### config.mk
export PLATFORM = sky130hd
export DESIGN_NAME = hazard_unit
export DESIGN_NICKNAME = d
export VERILOG_FILES = /design/src/hw/rv_pkg.sv /design/src/hw/hazard_unit.sv
export SDC_FILE = /design/constraint.sdc
export NUM_CORES = 1
export LEC_CHECK = 0
export BUFFER_PORTS_ARGS = -buffer_cell sky130_fd_sc_hd__buf_2
export CORE_MARGIN = 1.5
export CORE_UTILIZATION = 21
export DETAILED_ROUTE_END_ITERATION = 12
export GPL_TIMING_DRIVEN = 1
export PLACE_DENSITY = 0.8
export SYNTH_ARGS = -nofsm -noshare
export SYNTH_HDL_FRONTEND = slang
export SYNTH_SLANG_ARGS = --single-unit
### constraint.sdc
create_clock -name vclk -period 2.4
set_input_delay 0.72 -clock vclk [all_inputs]
set_output_delay 0.72 -clock vclk [all_outputs]
set_load 0.03 [all_outputs]
### src/hw/rv_pkg.sv
// *********************************************************
// shared widths and types for the rvlite hart
// opcode, alu operation and forwarding select encodings
// bubble instruction used by the pipeline registers
// *********************************************************

package rv_pkg;

    localparam int XLEN = 64;

    typedef logic [XLEN-1:0] word_t;
    typedef logic [31:0]     instr_t;
    typedef logic [4:0]      reg_idx_t;

    // base opcodes of the supported subset
    typedef enum logic [6:0] {
        OPC_LUI    = 7'b0110111,
        OPC_AUIPC  = 7'b0010111,
        OPC_JAL    = 7'b1101111,
        OPC_JALR   = 7'b1100111,
        OPC_BRANCH = 7'b1100011,
        OPC_LOAD   = 7'b0000011,
        OPC_STORE  = 7'b0100011,
        OPC_OP_IMM = 7'b0010011,
        OPC_OP     = 7'b0110011
    } opcode_e;

    typedef enum logic [3:0] {
        ALU_ADD,
        ALU_SUB,
        ALU_SLL,
        ALU_SLT,
        ALU_SLTU,
        ALU_XOR,
        ALU_SRL,
        ALU_SRA,
        ALU_OR,
        ALU_AND,
        ALU_PASS_B
    } alu_op_e;

    // operand source for EX
    typedef enum logic [1:0] {
        FWD_NONE,
        FWD_MEM,
        FWD_WB
    } fwd_sel_e;

    // addi x0, x0, 0
    localparam instr_t NOP_INSTR = 32'h0000_0013;

endpackage

### src/hw/hazard_unit.sv
// *********************************************************
// operand forwarding selects for EX
// load-use detection, stage stalls and flushes
// *********************************************************

module hazard_unit (
    input  rv_pkg::instr_t   id_instr_i,
    input  rv_pkg::instr_t   ex_instr_i,
    input  rv_pkg::instr_t   mem_instr_i,
    input  rv_pkg::instr_t   wb_instr_i,
    input  logic             redirect_i,
    input  logic             mem_busy_i,
    output logic             stall_if_o,
    output logic             stall_id_o,
    output logic             stall_ex_o,
    output logic             stall_mem_o,
    output logic             flush_id_o,
    output logic             flush_ex_o,
    output logic             bubble_wb_o,
    output rv_pkg::fwd_sel_e fwd_a_o,
    output rv_pkg::fwd_sel_e fwd_b_o
);

    import rv_pkg::*;

    logic load_use;

    function automatic logic writes_rd(instr_t ins);
        opcode_e opc;
        opc = opcode_e'(ins[6:0]);
        return (ins[11:7] != 5'd0) && (opc inside {OPC_LUI, OPC_AUIPC, OPC_JAL,
                                                   OPC_JALR, OPC_LOAD, OPC_OP_IMM, OPC_OP});
    endfunction

    function automatic logic uses_rs1(instr_t ins);
        return !(ins[6:0] inside {OPC_LUI, OPC_AUIPC, OPC_JAL});
    endfunction

    function automatic logic uses_rs2(instr_t ins);
        return ins[6:0] inside {OPC_OP, OPC_BRANCH, OPC_STORE};
    endfunction

    // the younger producer in MEM wins over WB
    function automatic fwd_sel_e pick(reg_idx_t rs);
        if (writes_rd(mem_instr_i) && mem_instr_i[11:7] == rs) begin
            return FWD_MEM;
        end
        if (writes_rd(wb_instr_i) && wb_instr_i[11:7] == rs) begin
            return FWD_WB;
        end
        return FWD_NONE;
    endfunction

    assign fwd_a_o = pick(ex_instr_i[19:15]);
    assign fwd_b_o = pick(ex_instr_i[24:20]);

    // load data only exists from WB on
    assign load_use = (ex_instr_i[6:0] == OPC_LOAD) && writes_rd(ex_instr_i) &&
                      ((uses_rs1(id_instr_i) && id_instr_i[19:15] == ex_instr_i[11:7]) ||
                       (uses_rs2(id_instr_i) && id_instr_i[24:20] == ex_instr_i[11:7]));

    assign stall_if_o  = mem_busy_i || load_use;
    assign stall_id_o  = mem_busy_i || load_use;
    assign stall_ex_o  = mem_busy_i;
    assign stall_mem_o = mem_busy_i;

    // a branch held in EX must not kill itself
    assign flush_id_o  = redirect_i && !mem_busy_i;
    assign flush_ex_o  = (redirect_i || load_use) && !mem_busy_i;
    assign bubble_wb_o = mem_busy_i;

endmodule

[Word level (Yosys, flattened, before mapping)]
Cells that the tools add are included.
Storage, ports and cells
  input port bits: 130
  register bits: 0
  logic and storage cells: 73
  output and inout port bits: 11
Cells by class
  reductions and logical operators: 26
  equal/unequal tests: 33
  muxes and demuxes: 14
Operators with widths (count)
  7-bit by 6-bit == test with 1-bit output, second input constant: 9
  7-bit == test, second input constant: 8
  7-bit by 5-bit == test with 1-bit output, second input constant: 7
  5-bit == test: 6
  7-bit by 2-bit == test with 1-bit output, second input constant: 3
  7-bit nonzero test: 3
  2-bit two-way mux: 8
  5-bit nonzero test: 3
  1-bit logical AND: 13
  1-bit two-way mux: 6
  3-bit nonzero test: 2
  1-bit logical OR: 3
  1-bit logical NOT: 2

[Depth between registers and ports, before layout]
Gate-level depths: netlist (run 1).
  depth in word-level cells: 8
  depth in mapped cells: 5
  depth with buffers taken out: 4

[Least setup slack after synthesis (run 1)]
OpenSTA, ideal clock, no wires.
  path kind: in2out
  from: input port mem_instr_i[4]
  to: output port fwd_a_o[1]
  data required time: 1.680 ns
  arrival: 2.505 ns
  stages: 4
  path buffers: 0
  path slack: -0.825 ns
  path through: and4b_1 > a21oi_2 > nor4_1 > nor3_1
Between the ends
  cells in the longest elaborated chain, start to end: 6
  elaborated cells on any way between the ends: 12
  those cells by class: 7 x eq/ne; 2 x mux; 3 x reduce/logical
RTL lines
  start: declaration: RTL line hazard_unit.sv:9  | input rv_pkg::instr_t mem_instr_i,
  7-bit by 6-bit == test with 1-bit output (tied with other cells): RTL line hazard_unit.sv:31  | return (ins[11:7] != 5'd0) && (opc inside {OPC_LUI, OPC_AUIPC, OPC_JAL,
  7-bit nonzero test *: RTL line hazard_unit.sv:31
  1-bit logical AND *: RTL line hazard_unit.sv:31
  1-bit logical AND *: RTL line hazard_unit.sv:45  | if (writes_rd(mem_instr_i) && mem_instr_i[11:7] == rs) begin
  1-bit two-way mux *: RTL line hazard_unit.sv:45
  2-bit two-way mux *: RTL line hazard_unit.sv:48  | if (writes_rd(wb_instr_i) && wb_instr_i[11:7] == rs) begin
  end: declaration: RTL line hazard_unit.sv:20  | output rv_pkg::fwd_sel_e fwd_a_o,
Mark *: on every way between the ends. The rest lies on a longest branch, timed or not.

[Worst setup path in the final report (run 1)]
  from: input port mem_instr_i[8]
  to: output port fwd_a_o[1]
Between the ends
  cells in the longest elaborated chain, start to end: 5
  elaborated cells on any way between the ends: 6
  those cells by class: 1 x eq/ne; 2 x mux; 3 x reduce/logical
RTL lines (RTL line)
  5-bit nonzero test: hazard_unit.sv:31
  1-bit logical AND: hazard_unit.sv:31
  1-bit logical AND *: hazard_unit.sv:45
  1-bit two-way mux *: hazard_unit.sv:45
  2-bit two-way mux *: hazard_unit.sv:48
Marks and branches as above.

==> flow_summary.toml, run 1 <==
[outcome]
status = "complete, but fails checks"
violations = "setup timing"

[sta]
holdWs_ns = 1.79
slew_headroom_pct = 77.2
setup_viol = 7
post-route-period-util_pct = 113
rsz0062_at_grt = "true"
fmaxAchievable_ghz = 0.370
worst_slew_pin_slew_ns = 0.339
finalCriticalPeriod_ns = 2.70
maxSlewViolCount = 0
hold_viol_final = 0
timing.setup.tns_ns = -1.71
layout_setup_ws_ns = -0.304

[logic_synthesis]
synth_fp_nets = 208
yosysUniqueCellTypes = 28
avgSynthCellArea_um2 = 7.52
yosys_warnings = 0
ys_seq_area_share_pct = 0
synthCells = 78
syn-cell-area_um2 = 587

[global_route]
grtUsageTotal_pct = 14.2
first_global_vias = 907
grt-ovfl-total = 0
grt_first_pass_wirelength_um = 3640
antenna_found_initial = 0
grt_max_degree = 8

[die]
die_h_um = 55.9
ios = 141
die_area_um2 = 3120
start_util_pct = 22.9
core-area_um2 = 2570
dieWidth_um = 55.9
rows = 18

[pwr]
power.density_nw_per_um2 = 168
total_power_mw = 0.219
ir_drop_uv = 89.9
p_leak_nw = 0.618

[critical_path]
max_stage_delay_ns = 0.53
cp_common_cell = "buf_6"
crit_path_max_fanout = 2
end_kind = "output pin"
crit_type = "in -> out"
slowest_stage = "or4_4"
worstSetupStartpointType = "input port"
cp_top_family = "simple AND/OR/NAND/NOR gates"
required_ns = 1.68
critPathArrivalTime_ns = 1.98
path_buf_inv = 2
worstPathCellList = "buf_6 -> or4_4 -> o211ai_4 -> nor4_4 -> nor3_4 -> buf_6"

[final_layout]
area_delta_synth_final_pct = 122
num_antenna_cells = 0
seqCellArea_um2 = 0
layout_common_cells = "buf_2, xnor2_1, buf_4"
layout_commonest_cell = "buf_2"
nets = 299
seq_cells = 0
n_clock_buffer = 0
drive_gt1_share_pct = 66.5
n_fill_cell = 238

[placement]
dp_hpwl_um = 2110
routabilityCongestion = 0.800
port_buffers = 76

[routing]
drc = 0
viasPerCell = 4.70
wire_per_inst_um = 12.2
ant_nets = 0
vias = 926
wl_um = 2400
dr.pass1.iters = 4
drt_iter0_drc = 32

[clock_tree]
postCtsHoldBufs = 0

[flow_run]
maxCapViolations = 0

[min_path]
holdCritPathClass = "in -> out"
==> synth_stat cells, drive strengths merged (2+ instances only) <==
master	number	share of area, %
buf	4	5.1
o2111ai	2	3.0
nand3	4	3.4
or4	3	3.8
nor4	3	4.3
nand2	3	1.9
xor2	12	18
nor3	6	5.1
xnor2	18	27
nor2b	2	2.1
nor2	3	1.9
a21oi	4	4.1
==> final cells by class <==
cell class | instances | area [µm²] | area share (%)
well taps | 30 | 37.5 | 2.88
multi-input cells | 74 | 689 | 52.9
repair buffers | 93 | 577 | 44.2
==> stage by stage <==
step                      util (%)  setup slack, ns  cells  area [µm²]
after detailed placement      46.9           -0.374    196        1200
after global routing          50.8           -0.369    197        1300
after floorplan                  -           -0.229     78         701
after CTS                     49.6           -0.308    196        1270
final                         50.8           -0.304    197        1300
after global placement        46.9           -0.351    196        1200
==> routing by layer <==
layer / routed length (µm) / part of all wire (%) / global-route usage [%]
met1: 880 / 37 / 14.6
met4: 0 / 0 / 1.02
met5: 0 / 0 / 0
met2: 1250 / 52 / 30.8
met3: 274 / 11 / 1.86
==> what timing repair did <==
item                                    in CTS  in global routing
endpoints found under the setup margin       7                  7
setup buffers                                0                  2
pin swaps                                    4                  5
gates cloned                                 0                  0
gates resized for setup                     18                  4
==> final timing paths <==
| path | start | end | slack, ns | depth (start not counted) |
|---|---|---|---|---|
| worst min-delay path | mem_busy_i | bubble_wb_o | 1.79 | 2 |
| worst max-delay path | mem_instr_i[8] | fwd_a_o[1] | -0.30 | 6 |
==> report_power, final <==
group	internal [mW]	leakage (nW)	switching (mW)
clock network	0	0	0
registers	0	0	0
logic	0.115	0.618	0.104
total	0.115	0.618	0.104
==> cells by family after synthesis <==
logic type	share of synthesized area, %
simple gates	33.7
xor+xnor	44.8
compound gates	16.4
buf+inv	5.12
No activity file was read; power rests on OpenSTA's default activity.
==> run 2, diff against run 1 <==
--- a/config.mk
+++ b/config.mk
@@ -5,12 +5,13 @@
 export SDC_FILE = /design/constraint.sdc
 export NUM_CORES = 1
 export LEC_CHECK = 0
+export ABC_AREA = 1
 export BUFFER_PORTS_ARGS = -buffer_cell sky130_fd_sc_hd__buf_2
 export CORE_MARGIN = 1.5
-export CORE_UTILIZATION = 21
+export CORE_UTILIZATION = 22
 export DETAILED_ROUTE_END_ITERATION = 12
 export GPL_TIMING_DRIVEN = 1
-export PLACE_DENSITY = 0.8
+export PLACE_DENSITY = 0.79
 export SYNTH_ARGS = -nofsm -noshare
 export SYNTH_HDL_FRONTEND = slang
 export SYNTH_SLANG_ARGS = --single-unit
==> run 2 against run 1 <==
  * The flow now finishes without violations
  * Global-route usage fell by 3.4 points
  * Setup slack improved by 0.38 ns
  * Synthesized area rose by 10%
  * Routed wire length fell by 16%
  * First-iteration DRC count fell by 38%
  * Design area fell by 16%
  * Maximum frequency rose by 17%
  * Cell count rose by 9.6%
  * Critical path depth rose by 3
  * Sequential cell count did not move
  * Via count rose by 3.9%
  * Largest cell class unchanged
  * Highest routed layer unchanged
==> flow_summary.toml, run 2 <==
[routing]
wl_met3_um = 206
viasPerCell = 4.45
wl_um = 2010
drc = 0
ant_nets = 0
vias = 962
met1_length_um = 754
dr.pass1.iters = 4
wl_met2_um = 1050
drt_iter0_drc = 20
route.top_layer_used = "met3"
wire_per_inst_um = 9.30

[min_path]
hold_depth = 2
hold_end = "stall_mem_o"
holdCritPathClass = "in -> out"
hold_start = "mem_busy_i"

[critical_path]
path_buf_inv = 2
worstPathCellList = "buf_2 -> xnor2_1 -> nand2_1 -> nor2_1 -> nand2_1 -> nand2_1 -> nand2_1 -> nand2_1 -> buf_4"
cp_top_family = "simple AND/OR/NAND/NOR gates"
critPathArrivalTime_ns = 1.60
required_ns = 1.68
crit_type = "in -> out"
crit_path_max_fanout = 3
worstSetupStartpointType = "input port"
cp_common_cell = "nand2_1"
max_stage_delay_ns = 0.16
end_kind = "output pin"
slowest_stage = "buf_4"

[sta]
maxSlewViolCount = 0
post-route-period-util_pct = 96.7
worst_slew_pin_slew_ns = 0.265
finalCriticalPeriod_ns = 2.32
hold_viol_final = 0
fmaxAchievable_ghz = 0.431
setup_viol = 0
rsz0062_at_grt = "true"
slew_headroom_pct = 82.2

[logic_synthesis]
syn-cell-area_um2 = 646
synthCells = 113
yosys_warnings = 0
synth_top_area_share_pct = 24.4
yosysMostFrequentCell = "nand2_1"
synth_commonest_cells = "nand2_1, xnor2_1, nor2_1"
avgSynthCellArea_um2 = 5.71
yosys.area.top_type = "xnor2_1"
synth.area.top_cells = "xnor2_1, nand2_1, xor2_1"
yosysUniqueCellTypes = 16
ys_seq_area_share_pct = 0
synth_fp_nets = 243

[die]
ios = 141
core-area_um2 = 2780
start_util_pct = 23.2
die_h_um = 57.2
dieWidth_um = 57.2
die_area_um2 = 3270
rows = 19

[final_layout]
layout_common_cells = "buf_2, nand2_1, xnor2_1"
nets = 317
stdcell_count = 216
area_delta_synth_final_pct = 70.3
utilization_pct = 39.5
seqCellArea_um2 = 0
seq_cells = 0
layout_commonest_cell = "buf_2"
num_antenna_cells = 0
drive_gt1_share_pct = 48.1
n_clock_buffer = 0

[placement]
post-place-cells = 216
routabilityCongestion = 0.783
dp_hpwl_um = 1740
port_buffers = 76

[clock_tree]
cts_setup_buffers = 0
postCtsHoldBufs = 0

[global_route]
grt-ovfl-total = 0
antenna_found_initial = 0
grt_max_degree = 5
first_global_vias = 858
grtUsageTotal_pct = 10.8
grt_first_pass_wirelength_um = 3010

[pwr]
p_leak_nw = 0.597
ir_drop_uv = 67.6
power.density_nw_per_um2 = 163

[outcome]
status = "finished clean"

[flow_run]
maxCapViolations = 0
-- run 2: cell types whose count changed after synthesis, moves of 2 or more --
cell	change
nand2_1	+27
nand4_1	+6
nor2_1	+11
nor4_1	-2
nor3_2	+2
o2111ai_1	-2
inv_1	+10
inv_2	+2
xor2_1	-3
a21oi_1	-2
nor2b_1	-2
nand3_1	+2
or4_1	-3
-- run 2: cell type report --
type / instances / area, µm²
multi-input combinational: 97 / 601
inverter: 12 / 47.5
fill: 316 / 1680
tap: 31 / 38.8
timing repair buffer: 76 / 413
-- run 2: timing repair --
item | CTS | global route
hold endpoints to repair | 0 | 0
gates resized for setup | 0 | 23
endpoints found under the setup margin | 0 | 5
-- run 2: kinds of logic (layout without fill, tap and decap cells) --
group | count (synthesis) | after routing | synth area share [%]
AOI/OAI and AO/OA | 4 | 4 | 4.65
and+or+nand+nor | 66 | 66 | 47.1
buffers and inverters | 16 | 88 | 11.6
xor gates and xnor gates | 27 | 27 | 36.6
-- run 2: worst max-delay path by stage --
| stage | from | depth (start not counted) | to | slack, ns |
|---|---|---|---|---|
| final | ex_instr_i[9] | 9 | stall_if_o | 0.08 |
| after global routing | ex_instr_i[4] | 7 | flush_ex_o | -0.04 |
| after CTS | ex_instr_i[8] | 11 | stall_if_o | 0.02 |
| after detailed placement | ex_instr_i[8] | 11 | stall_if_o | 0.03 |
| after global placement | ex_instr_i[8] | 11 | stall_if_o | 0.03 |
| after floorplan | mem_instr_i[3] | 6 | fwd_a_o[1] | -0.07 |
-- run 2: report_power, final --
part           switching, mW  total [mW]  leakage (nW)  internal [mW]
logic                 0.0896       0.180         0.597         0.0899
registers                  0           0             0              0
clock network              0           0             0              0
-- run 2: layer usage --
layer  up-vias  global-route usage, %
met3         0                  0.907
met2        60                   24.6
met1       396                   10.7
met4         0                      0
li1        506                      -
met5         -                      0
-- run 2: stage by stage --
| step | power (mW) | instance area, µm² | setup slack (ns) | TNS, ns | hold slack, ns |
|---|---|---|---|---|---|
| finish | 0.180 | 1100 | 0.0794 | 0 | 1.73 |
| global route | 0.198 | 1100 | -0.0390 | -0.0809 | 1.74 |
| detailed placement | 0.166 | 1030 | 0.0281 | 0 | 1.73 |
| CTS | 0.167 | 1030 | 0.0246 | 0 | 1.73 |
| floorplan | 0.0858 | 646 | -0.0664 | -0.133 | 1.57 |
| global placement | 0.165 | 1030 | 0.0329 | 0 | 1.73 |
==> run 3, diff against run 2 <==
--- a/config.mk
+++ b/config.mk
@@ -7,11 +7,13 @@
 export LEC_CHECK = 0
 export ABC_AREA = 1
 export BUFFER_PORTS_ARGS = -buffer_cell sky130_fd_sc_hd__buf_2
+export CELL_PAD_IN_SITES_DETAIL_PLACEMENT = 0
+export CELL_PAD_IN_SITES_GLOBAL_PLACEMENT = 1
 export CORE_MARGIN = 1.5
-export CORE_UTILIZATION = 22
+export CORE_UTILIZATION = 11
 export DETAILED_ROUTE_END_ITERATION = 12
 export GPL_TIMING_DRIVEN = 1
-export PLACE_DENSITY = 0.79
+export PLACE_DENSITY_LB_ADDON = 0.1
 export SYNTH_ARGS = -nofsm -noshare
 export SYNTH_HDL_FRONTEND = slang
 export SYNTH_SLANG_ARGS = --single-unit
==> run 3 against run 2 <==
  * Critical path depth unchanged
  * Utilization down 18 points
  * Sequential share of layout area unchanged
  * Non-clock buffer count unchanged
  * Maximum frequency down 0.47%
  * Largest cell class unchanged
  * Largest power group unchanged
==> flow_summary.toml, run 3 (synthesis gave the netlist of run 2 again) <==
[routing]
drt_iter0_drc = 10
wire_per_inst_um = 9.31
dr.pass1.iters = 4
ant_nets = 0
viasPerCell = 3.72
drc = 0
wl_um = 2390
vias = 956

[critical_path]
max_stage_delay_ns = 0.21
crit_type = "in -> out"
critPathArrivalTime_ns = 1.61
required_ns = 1.68
cp_top_family = "simple AND/OR/NAND/NOR gates"
end_kind = "output pin"
worstSetupStartpointType = "input port"
slowest_stage = "nor3_2"
crit_path_max_fanout = 3
worstPathCellList = "buf_2 -> inv_2 -> nand2_1 -> nand3_2 -> nand2_2 -> nand4_4 -> nor3_2 -> nor2_1 -> buf_4"
path_buf_inv = 3

[final_layout]
seq_cells = 0
layout_commonest_cell = "buf_2"
nets = 317
area_delta_synth_final_pct = 85.5
drive_gt1_share_pct = 53.5
fin_area_um2 = 1200
n_clock_buffer = 0
seqCellArea_um2 = 0
stdcell_count = 257
multi_input_area_um2 = 644
n_fill_cell = 649
num_antenna_cells = 0
layout_common_cells = "buf_2, nand2_1, xnor2_1"

[sta]
rsz0062_at_grt = "true"
layout_setup_ws_ns = 0.0684
maxSlewViolCount = 0
fmaxAchievable_ghz = 0.429
finalCriticalPeriod_ns = 2.33
worst_slew_pin_slew_ns = 0.280
setup_viol = 0
post-route-period-util_pct = 97.1
holdWs_ns = 1.72
slew_headroom_pct = 81.2
hold_viol_final = 0

[global_route]
grt-ovfl-total = 0
first_global_vias = 910
grt_max_degree = 5
grtUsageTotal_pct = 6.95
grt_first_pass_wirelength_um = 3710
antenna_found_initial = 0

[pwr]
p_leak_nw = 0.605
pwr-share-seq_pct = 0
internal-power_mw = 0.0934
power_frac_comb_pct = 100.0
power.density_nw_per_um2 = 155
p_sw_mw = 0.0927
p_clk_share_pct = 0
switching_share_pct = 49.8
ir_drop_uv = 47.7

[min_path]
holdCritPathClass = "in -> out"

[die]
dieWidth_um = 79.6
rows = 27
core-area_um2 = 5570
ios = 141
die_area_um2 = 6340
start_util_pct = 11.6
die_h_um = 79.6

[outcome]
status = "finished clean"

[placement]
routabilityCongestion = 0.721
dp_hpwl_um = 2220
port_buffers = 76
post-place-cells = 257
dp_slack_ns = 0.00118
place_area_um2 = 1090

[flow_run]
maxCapViolations = 0

[clock_tree]
postCtsHoldBufs = 0
==> run 3: layout make-up <==
| type | count | area share (%) |
|---|---|---|
| Multi-Input combinational cell | 97 | 53.8 |
| Timing Repair Buffer | 76 | 34.9 |
| Tap cell | 72 | 7.52 |
| Inverter | 12 | 3.76 |
==> run 3: layer usage <==
layer | vias to the layer above | GRT usage [%] | routed length (µm)
li1 | 504 | - | -
met1 | 406 | 8.51 | 960
met2 | 46 | 13.7 | 1210
met3 | 0 | 0.571 | 217
met4 | 0 | 0 | 0
met5 | - | 0 | 0
==> run 3: final timing paths <==
path | cells past startpoint | from | slack [ns] | endpoint
max | 9 | mem_instr_i[4] | 0.07 | fwd_b_o[1]
min | 2 | mem_busy_i | 1.72 | bubble_wb_o
==> run 3: what timing repair did <==
item,CTS,global route
endpoints found under the setup margin,3,6
gates resized for setup,1,33
pin swaps,0,13
buffers inserted,0,0
hold endpoints to repair,0,0
==> run 3: power groups by stage <==
stage          clock, mW  sequential [mW]  combinational [mW]
4_1_cts                0                0               0.170
6_report               0                0               0.186
2_1_floorplan          0                0              0.0858
5_1_grt                0                0               0.206
3_3_place_gp           0                0               0.167
3_5_place_dp           0                0               0.169
==> run 3: stage by stage <==
stage	total power, mW	utilization, %	setup TNS, ns
after global routing	0.206	21.5	-0.00559
after detailed placement	0.169	19.5	0
after CTS	0.170	19.5	-0.00789
after global placement	0.167	19.5	-0.000472
after floorplan	0.0858	-	-0.133
final	0.186	21.5	0
